### src/logic/dcache_defs.svh
// Cache geometry and memory bus widths, whole 64-bit words only
// Direct mapped; index plus tag plus offset must stay below the address width
// Memory tag 0 is reserved for "no transaction"

`ifndef DCACHE_DEFS_SVH
`define DCACHE_DEFS_SVH

//////////////////////////////////////////////////
// Word and address
//////////////////////////////////////////////////

`define DCACHE_WORD_BITS 64
`define DCACHE_ADDR_BITS 64

//////////////////////////////////////////////////
// Cache geometry
//////////////////////////////////////////////////

`define DCACHE_IDX_BITS  5    // 32 lines
`define DCACHE_TAG_BITS  8    // Stored cache tag
`define DCACHE_OFS_BITS  3    // Byte within a word
`define DCACHE_LINES     (1 << `DCACHE_IDX_BITS)

// Upper address bits that the cache ignores
`define DCACHE_HI_BITS \
  (`DCACHE_ADDR_BITS - `DCACHE_TAG_BITS - `DCACHE_IDX_BITS - `DCACHE_OFS_BITS)

//////////////////////////////////////////////////
// Memory transaction tags
//////////////////////////////////////////////////

`define MEM_TAG_BITS     4
`define MEM_TAG_COUNT    15   // Tags 1..15 usable

`endif

### src/logic/dcache_pkg.sv
// Types shared by the cache, its processor port and the memory bus
// Command code 2'b11 is illegal on both buses

`default_nettype none

`include "dcache_defs.svh"

package dcache_pkg;

  // Bus command, same encoding towards memory and from the processor
  typedef enum logic [1:0] {
    BUS_NONE  = 2'b00,
    BUS_LOAD  = 2'b01,
    BUS_STORE = 2'b10
  } bus_cmd_e;

  // Field view of an address
  typedef struct packed {
    logic [`DCACHE_HI_BITS-1:0]  unused_hi;
    logic [`DCACHE_TAG_BITS-1:0] tag;
    logic [`DCACHE_IDX_BITS-1:0] idx;
    logic [`DCACHE_OFS_BITS-1:0] ofs;
  } dcache_addr_fields_t;

  // One address word, raw for the memory bus, fields for the cache
  typedef union packed {
    logic [`DCACHE_ADDR_BITS-1:0] raw;
    dcache_addr_fields_t          f;
  } dcache_addr_u;

  //////////////////////////////////////////////////
  // Processor side
  //////////////////////////////////////////////////

  typedef struct packed {
    bus_cmd_e                     cmd;
    dcache_addr_u                 addr;
    logic [`DCACHE_WORD_BITS-1:0] data;   // Store data
  } proc_req_t;

  typedef struct packed {
    logic [`DCACHE_WORD_BITS-1:0] data;
    logic                         valid;
    logic [`MEM_TAG_BITS-1:0]     tag;    // 0 on hit, memory tag on miss/fill
  } proc_resp_t;

  //////////////////////////////////////////////////
  // Memory side
  //////////////////////////////////////////////////

  typedef struct packed {
    bus_cmd_e                     cmd;
    logic [`DCACHE_ADDR_BITS-1:0] addr;   // Word aligned
    logic [`DCACHE_WORD_BITS-1:0] data;
  } mem_req_t;

  typedef struct packed {
    logic [`MEM_TAG_BITS-1:0]     response; // Granted tag, 0 when busy
    logic [`MEM_TAG_BITS-1:0]     tag;      // Fill tag, 0 when no fill
    logic [`DCACHE_WORD_BITS-1:0] data;
  } mem_resp_t;

  //////////////////////////////////////////////////
  // Controller to storage
  //////////////////////////////////////////////////

  typedef struct packed {
    logic [`DCACHE_IDX_BITS-1:0] idx;
    logic [`DCACHE_TAG_BITS-1:0] tag;
  } cache_lookup_t;

  typedef struct packed {
    logic                         en;
    logic [`DCACHE_IDX_BITS-1:0]  idx;
    logic [`DCACHE_TAG_BITS-1:0]  tag;
    logic [`DCACHE_WORD_BITS-1:0] data;
  } cache_write_t;

endpackage

`default_nettype wire

### src/logic/dcache_ctrl.sv
// Write-through, direct-mapped controller; fills win over processor requests
// Processor must hold and retry when a fill is present or memory grants tag 0
// No ordering between an outstanding fill and a later store to the same line

`timescale 1ns/1ps
`default_nettype none

`include "dcache_defs.svh"

module dcache_ctrl (
  input  logic                         clock,
  input  logic                         rst_n,
  input  dcache_pkg::proc_req_t        proc_req,
  output dcache_pkg::proc_resp_t       proc_resp,
  output dcache_pkg::mem_req_t         mem_req,
  input  dcache_pkg::mem_resp_t        mem_resp,
  output dcache_pkg::cache_lookup_t    lookup,
  input  logic [`DCACHE_WORD_BITS-1:0] lookup_data,
  input  logic                         lookup_hit,
  output dcache_pkg::cache_write_t     cache_wr
);

  // Missed load addresses, indexed by the memory tag that was granted
  logic [`DCACHE_ADDR_BITS-1:0] miss_tbl [1:`MEM_TAG_COUNT];

  logic                         fill_cycle;
  logic                         is_load;
  logic                         is_store;
  logic                         miss_wr;
  logic [`DCACHE_ADDR_BITS-1:0] word_addr;
  dcache_pkg::dcache_addr_u     fill_addr;

  assign fill_cycle = (mem_resp.tag != '0);
  assign is_load    = (proc_req.cmd == dcache_pkg::BUS_LOAD);
  assign is_store   = (proc_req.cmd == dcache_pkg::BUS_STORE);

  // Memory only sees whole words
  assign word_addr = {proc_req.addr.raw[`DCACHE_ADDR_BITS-1:`DCACHE_OFS_BITS],
                      {`DCACHE_OFS_BITS{1'b0}}};

  // Storage is probed with the request address every cycle
  assign lookup.idx = proc_req.addr.f.idx;
  assign lookup.tag = proc_req.addr.f.tag;

  //////////////////////////////////////////////////
  // Request decision
  //////////////////////////////////////////////////

  always_comb begin
    proc_resp     = '0;
    mem_req.cmd   = dcache_pkg::BUS_NONE;
    mem_req.addr  = '0;
    mem_req.data  = '0;
    cache_wr      = '0;
    miss_wr       = 1'b0;
    fill_addr.raw = '0;

    if (fill_cycle) begin
      // Line comes back from memory, put it where the miss was recorded
      fill_addr.raw   = miss_tbl[mem_resp.tag];
      cache_wr.en     = 1'b1;
      cache_wr.idx    = fill_addr.f.idx;
      cache_wr.tag    = fill_addr.f.tag;
      cache_wr.data   = mem_resp.data;
      proc_resp.data  = mem_resp.data;
      proc_resp.valid = 1'b1;
      proc_resp.tag   = mem_resp.tag;
    end else if (is_load) begin
      if (lookup_hit) begin
        proc_resp.data  = lookup_data;
        proc_resp.valid = 1'b1;                 // Tag stays 0 on a hit
      end else begin
        mem_req.cmd   = dcache_pkg::BUS_LOAD;
        mem_req.addr  = word_addr;
        proc_resp.tag = mem_resp.response;      // 0 means retry
        miss_wr       = (mem_resp.response != '0);
      end
    end else if (is_store) begin
      // Write through and allocate
      mem_req.cmd   = dcache_pkg::BUS_STORE;
      mem_req.addr  = word_addr;
      mem_req.data  = proc_req.data;
      cache_wr.en   = 1'b1;
      cache_wr.idx  = proc_req.addr.f.idx;
      cache_wr.tag  = proc_req.addr.f.tag;
      cache_wr.data = proc_req.data;
    end
  end

  //////////////////////////////////////////////////
  // Miss table
  //////////////////////////////////////////////////

  // Written at the edge after a granted miss
  always_ff @(posedge clock) begin
    if (miss_wr) begin
      miss_tbl[mem_resp.response] <= proc_req.addr.raw;
    end
  end

  //////////////////////////////////////////////////
  // Checks
  //////////////////////////////////////////////////

  // Load/store queue never issues the unused code
  a_cmd_legal : assert property (
    @(posedge clock) disable iff (!rst_n)
    proc_req.cmd != 2'b11
  ) else $error("dcache_ctrl: illegal processor command");

  // A fill blocks new loads towards memory
  a_no_load_in_fill : assert property (
    @(posedge clock) disable iff (!rst_n)
    fill_cycle |-> (mem_req.cmd != dcache_pkg::BUS_LOAD)
  ) else $error("dcache_ctrl: memory load issued during fill");

  // Untagged valid answer only from the storage
  a_hit_resp : assert property (
    @(posedge clock) disable iff (!rst_n)
    (proc_resp.valid && proc_resp.tag == '0) |-> lookup_hit
  ) else $error("dcache_ctrl: valid response without hit");

endmodule

`default_nettype wire

### src/logic/dcache_mem.sv
// Direct-mapped line storage, one word per line
// Lookup is combinational; writes land at the next rising edge

`timescale 1ns/1ps
`default_nettype none

`include "dcache_defs.svh"

module dcache_mem (
  input  logic                          clock,
  input  logic                          rst_n,
  input  dcache_pkg::cache_lookup_t     lookup,
  input  dcache_pkg::cache_write_t      cache_wr,
  output logic [`DCACHE_WORD_BITS-1:0]  lookup_data,
  output logic                          lookup_hit
);

  logic [`DCACHE_WORD_BITS-1:0] data_mem [`DCACHE_LINES];
  logic [`DCACHE_TAG_BITS-1:0]  tag_mem  [`DCACHE_LINES];
  logic [`DCACHE_LINES-1:0]     line_valid;

  //////////////////////////////////////////////////
  // Write port
  //////////////////////////////////////////////////

  // Valid bits, all lines empty after reset
  always_ff @(posedge clock or negedge rst_n) begin
    if (!rst_n) begin
      line_valid <= '0;
    end else if (cache_wr.en) begin
      line_valid[cache_wr.idx] <= 1'b1;
    end
  end

  // Payload arrays
  always_ff @(posedge clock) begin
    if (cache_wr.en) begin
      data_mem[cache_wr.idx] <= cache_wr.data;
      tag_mem[cache_wr.idx]  <= cache_wr.tag;
    end
  end

  //////////////////////////////////////////////////
  // Lookup
  //////////////////////////////////////////////////

  assign lookup_data = data_mem[lookup.idx];
  assign lookup_hit  = line_valid[lookup.idx] &&
                       (tag_mem[lookup.idx] == lookup.tag);  // Tag match on a live line

  // An unknown index would corrupt an arbitrary line
  a_wr_idx_known : assert property (
    @(posedge clock) disable iff (!rst_n)
    cache_wr.en |-> !$isunknown(cache_wr.idx)
  ) else $error("dcache_mem: write index unknown");

endmodule

`default_nettype wire

### src/logic/dcache_top.sv
// Data cache subsystem between load/store queue and tagged memory
// No handshake: processor retries on fill cycles and on a zero grant

`timescale 1ns/1ps
`default_nettype none

`include "dcache_defs.svh"

module dcache_top (
  input  logic                   clock,
  input  logic                   rst_n,
  input  dcache_pkg::proc_req_t  proc_req,
  output dcache_pkg::proc_resp_t proc_resp,
  output dcache_pkg::mem_req_t   mem_req,
  input  dcache_pkg::mem_resp_t  mem_resp
);

  //////////////////////////////////////////////////
  // Controller to storage
  //////////////////////////////////////////////////

  dcache_pkg::cache_lookup_t    lookup;
  dcache_pkg::cache_write_t     cache_wr;
  logic [`DCACHE_WORD_BITS-1:0] lookup_data;
  logic                         lookup_hit;

  dcache_ctrl u_ctrl (
    .clock       (clock),
    .rst_n       (rst_n),
    .proc_req    (proc_req),
    .proc_resp   (proc_resp),
    .mem_req     (mem_req),
    .mem_resp    (mem_resp),
    .lookup      (lookup),
    .lookup_data (lookup_data),
    .lookup_hit  (lookup_hit),
    .cache_wr    (cache_wr)
  );

  // Line storage
  dcache_mem u_mem (
    .clock       (clock),
    .rst_n       (rst_n),
    .lookup      (lookup),
    .cache_wr    (cache_wr),
    .lookup_data (lookup_data),
    .lookup_hit  (lookup_hit)
  );

endmodule

`default_nettype wire

### config.mk
export PLATFORM = sky130hd
export DESIGN_NAME = dcache_top
export DESIGN_NICKNAME = d
export VERILOG_FILES = /design/src/logic/dcache_pkg.sv /design/src/logic/dcache_ctrl.sv /design/src/logic/dcache_mem.sv /design/src/logic/dcache_top.sv
export VERILOG_INCLUDE_DIRS = /design/src /design/src/logic
export SDC_FILE = /design/constraint.sdc
export NUM_CORES = 2
export LEC_CHECK = 0
export BUFFER_PORTS_ARGS = -buffer_cell sky130_fd_sc_hd__buf_2
export CAP_MARGIN = 20
export CORE_ASPECT_RATIO = 2
export CORE_MARGIN = 8
export CORE_UTILIZATION = 55
export DETAILED_ROUTE_END_ITERATION = 10
export PLACE_DENSITY = 0.81
export SYNTH_ARGS = -nofsm -noshare
export SYNTH_HDL_FRONTEND = slang
export SYNTH_SLANG_ARGS = --single-unit
### constraint.sdc
create_clock -name clock -period 5.05 [get_ports clock]
set_input_delay 0.2525 -clock clock [delete_from_list [all_inputs] [get_ports clock]]
set_output_delay 0.2525 -clock clock [all_outputs]
set_load 0.01 [all_outputs]
==> impl_metrics.env <==
export IMPL_outcome="finished with violations"
export IMPL_violations="hold timing"
export IMPL_grt_util_all_layers=0.2708
export IMPL_worst_pin_slew_ps=1157
export IMPL_grt_pass1_wl_microns=375900
export IMPL_fin_tns_setup_ps=0
export IMPL_coreArea_sq_um=178900
export IMPL_route_detailed_drc=0
export IMPL_start_util=0.5507
export IMPL_die_area_sq_um=193800
export IMPL_clock_skew_ps=33.63
export IMPL_fmax_mhz=203.1
export IMPL_place_congestion=0.7964
export IMPL_grt_max_degree=144
export IMPL_slew_headroom=0.2285
export IMPL_die_w_microns=315.3
export IMPL_crit_fanout=50
export IMPL_critPathLaunchType="input pin"
export IMPL_worstSkewPairLatency_ps=870
export IMPL_cts_setup_buffers=0
export IMPL_cts_tree="yes"
export IMPL_finalHoldViolations=2
export IMPL_rsz0062_at_grt="no"
export IMPL_clock_sinks=2531
export IMPL_synth_edf_count=2499
export IMPL_synth_cell_types=48
export IMPL_wl_per_cell_microns=36.24
export IMPL_wl_microns=268700
export IMPL_seq_area_frac_synth=0.7697
export IMPL_vias=51200
export IMPL_synth_top_area_frac=0.7616
export IMPL_min_path_type="input pin to register"
export IMPL_io_pins=403
export IMPL_finalMaxSlewViolations=0
export IMPL_root_buffer="clkbuf_16"
export IMPL_ys_flop_type="edfxtp_1"
export IMPL_powerDensity_nw_per_um2=384.0
export IMPL_dp_hpwl_microns=133700
export IMPL_cp_end_kind="output port"
export IMPL_min_period_over_period=0.9751
export IMPL_grt_pass1_vias=52640
export IMPL_crit_type="input pin to output port"
export IMPL_syn_inst=4318
export IMPL_hold_ws_ps=-16.59
export IMPL_avgSynthCellArea_sq_um=22.82
export IMPL_drive_above_1_share=0.3487
export IMPL_synth_top_area_cell="edfxtp_1"
export IMPL_crit_arrival_ps=4670
export IMPL_fp_row_count=220
export IMPL_ant_nets=0
export IMPL_syn_area_sq_um=98530
export IMPL_antenna_found_initial=7
export IMPL_numCtsBuffers=204
export IMPL_clock_path_buffers=3
export IMPL_vdd_drop_max_mv=0.4198
export IMPL_grt_overflow_total=0
export IMPL_die_h_microns=614.6
export IMPL_viasPerCell=6.904
export IMPL_path_clk_slew_ps=70
export IMPL_drt_pass1_iterations=5
export IMPL_cp_required_ps=4800
export IMPL_synth_area_top_cells="edfxtp_1 76%, mux4_2 17%, mux2i_1 1.1%, dfrtp_1 0.81%, clkbuf_1 0.60%"
export IMPL_min_period_ps=4924
export IMPL_top_layer_used="met5"
export IMPL_p_leak_nw=36.61
export IMPL_io_buffers=396
export IMPL_final_cell_mix="2499 x edfxtp_1, 742 x mux4_2, 390 x buf_2"
export IMPL_area_delta_synth_final_pct=14.28
export IMPL_wl_met3_microns=29160
export IMPL_ctsResizeCount=0
export IMPL_final_common_cell="edfxtp_1"
export IMPL_wl_met2_microns=137400
export IMPL_dr_first_iter_drc_count=7399
export IMPL_synthArstFlopShare=0.01264
export IMPL_met1_length_microns=86580
export IMPL_maxCapViolations=0
export IMPL_ys_ff_latch=2531
export IMPL_finalSetupViolations=0
export IMPL_yosys_warnings=0
export IMPL_fin_nets=5109
export IMPL_finalPower_w=0.04323
export IMPL_h_tree_depth=4
## sequential cells by signal, indices dropped and copies added, names as in the netlist
signal / cells
u_mem.line_valid: 32
u_ctrl.miss_tbl: 195
u_mem.data_mem: 2048
u_mem.tag_mem: 256
## through the flow
stage / cell area [sq um] / cells / worst slack (ps) / utilization / hold slack (ps)
3_5_place_dp: 105100 / 6971 / 548.4 / 0.5871 / 345.7
3_3_place_gp: 105100 / 6971 / 669.6 / 0.5871 / 318.0
2_1_floorplan: 98550 / 4320 / -953.8 / - / -43.09
6_report: 112600 / 7416 / 125.9 / 0.6293 / -16.59
5_1_grt: 112600 / 7414 / 20.72 / 0.6293 / 10.57
4_1_cts: 111800 / 7366 / 82.80 / 0.6248 / 3.194
## worst paths after layout
path,startpoint,end,slack [ps],cells after the start
max reg2reg,u_ctrl.miss_tbl[7][5]$_DFFE_PP_,u_mem.tag_mem[19][7]$_DFFE_PP_,1000,6
max,proc_req[68],proc_resp[50],130,11
min reg2reg,u_mem.line_valid[24]$_DFFE_PN0N_,u_mem.line_valid[24]$_DFFE_PN0N_,470,1
max in group asynchronous,rst_n,u_mem.line_valid[9]$_DFFE_PN0N_,4460,2
min in group asynchronous,rst_n,u_mem.line_valid[3]$_DFFE_PN0N_,110,2
min,proc_req[59],u_mem.data_mem[17][59]$_DFFE_PP_,-20,3
## repair_timing
item / 4_1_cts / 5_1_grt
endpoints found under the hold margin: 186 / 49
endpoints found under the setup margin: 0 / 1
hold buffers: 12 / 14
## Yosys cell counts, types with 10 or more instances
master and count:
mux2i_1 110, a221oi_1 12, buf_1 48, a31oi_1 10, nor2_1 45, dfrtp_1 32, a21oi_1 86, o211ai_1 14
nor2b_1 21, nand2b_1 86, clkbuf_1 157, or2_2 32, o21ai_1 60, buf_2 35, nand2_1 141, a211oi_1 16
mux2_2 11, nor4_1 16, buf_6 10, and3_1 69, mux4_2 742, edfxtp_1 2499
## power breakdown
part	internal, W	switching (W)
clock network	0.00846	0.00763
logic	0.00125	0.00194
registers	0.0238	0.000202
total	0.0335	0.00978
## critical path, cell delays in order
cell           delay, ps
dlygate4sd3_1        590
buf_8                370
buf_4                560
mux4_2               430
mux2_2               290
a21oi_1              350
o41a_1               310
or4_4                680
buf_4                390
o21ai_1              140
buf_2                180
## cells by family (layout without fill, tap and decap cells)
family / count (synthesis) / in the layout / share of synthesized area
AOI/OAI and AO/OA: 224 / 224 / 0.01337
xor gates and xnor gates: 13 / 13 / 0.001156
buffers and inverters: 257 / 1019 / 0.01119
DFF: 2531 / 2531 / 0.7697
muxes: 863 / 863 / 0.1820
other: 1 / 6 / 0.00003806
and+or+nand+nor: 429 / 429 / 0.02250
## per-layer routing
metal	global-route usage	up-vias
met5	0	-
met3	0.05192	939
li1	-	19480
met2	0.4645	4431
met1	0.3308	26350
met4	0.1307	2
## area by class of cell
class	instances	area (sq um)
diodes	3	7.507
inverters	2	7.507
clock buffers	238	5296
flip-flops and latches	2531	75840
multi-input cells	1532	22010
repair buffers	634	5207
well taps	2331	2917
clock inverters	145	1313
fillers	10940	66320
Power figures use the tool's default switching activity.
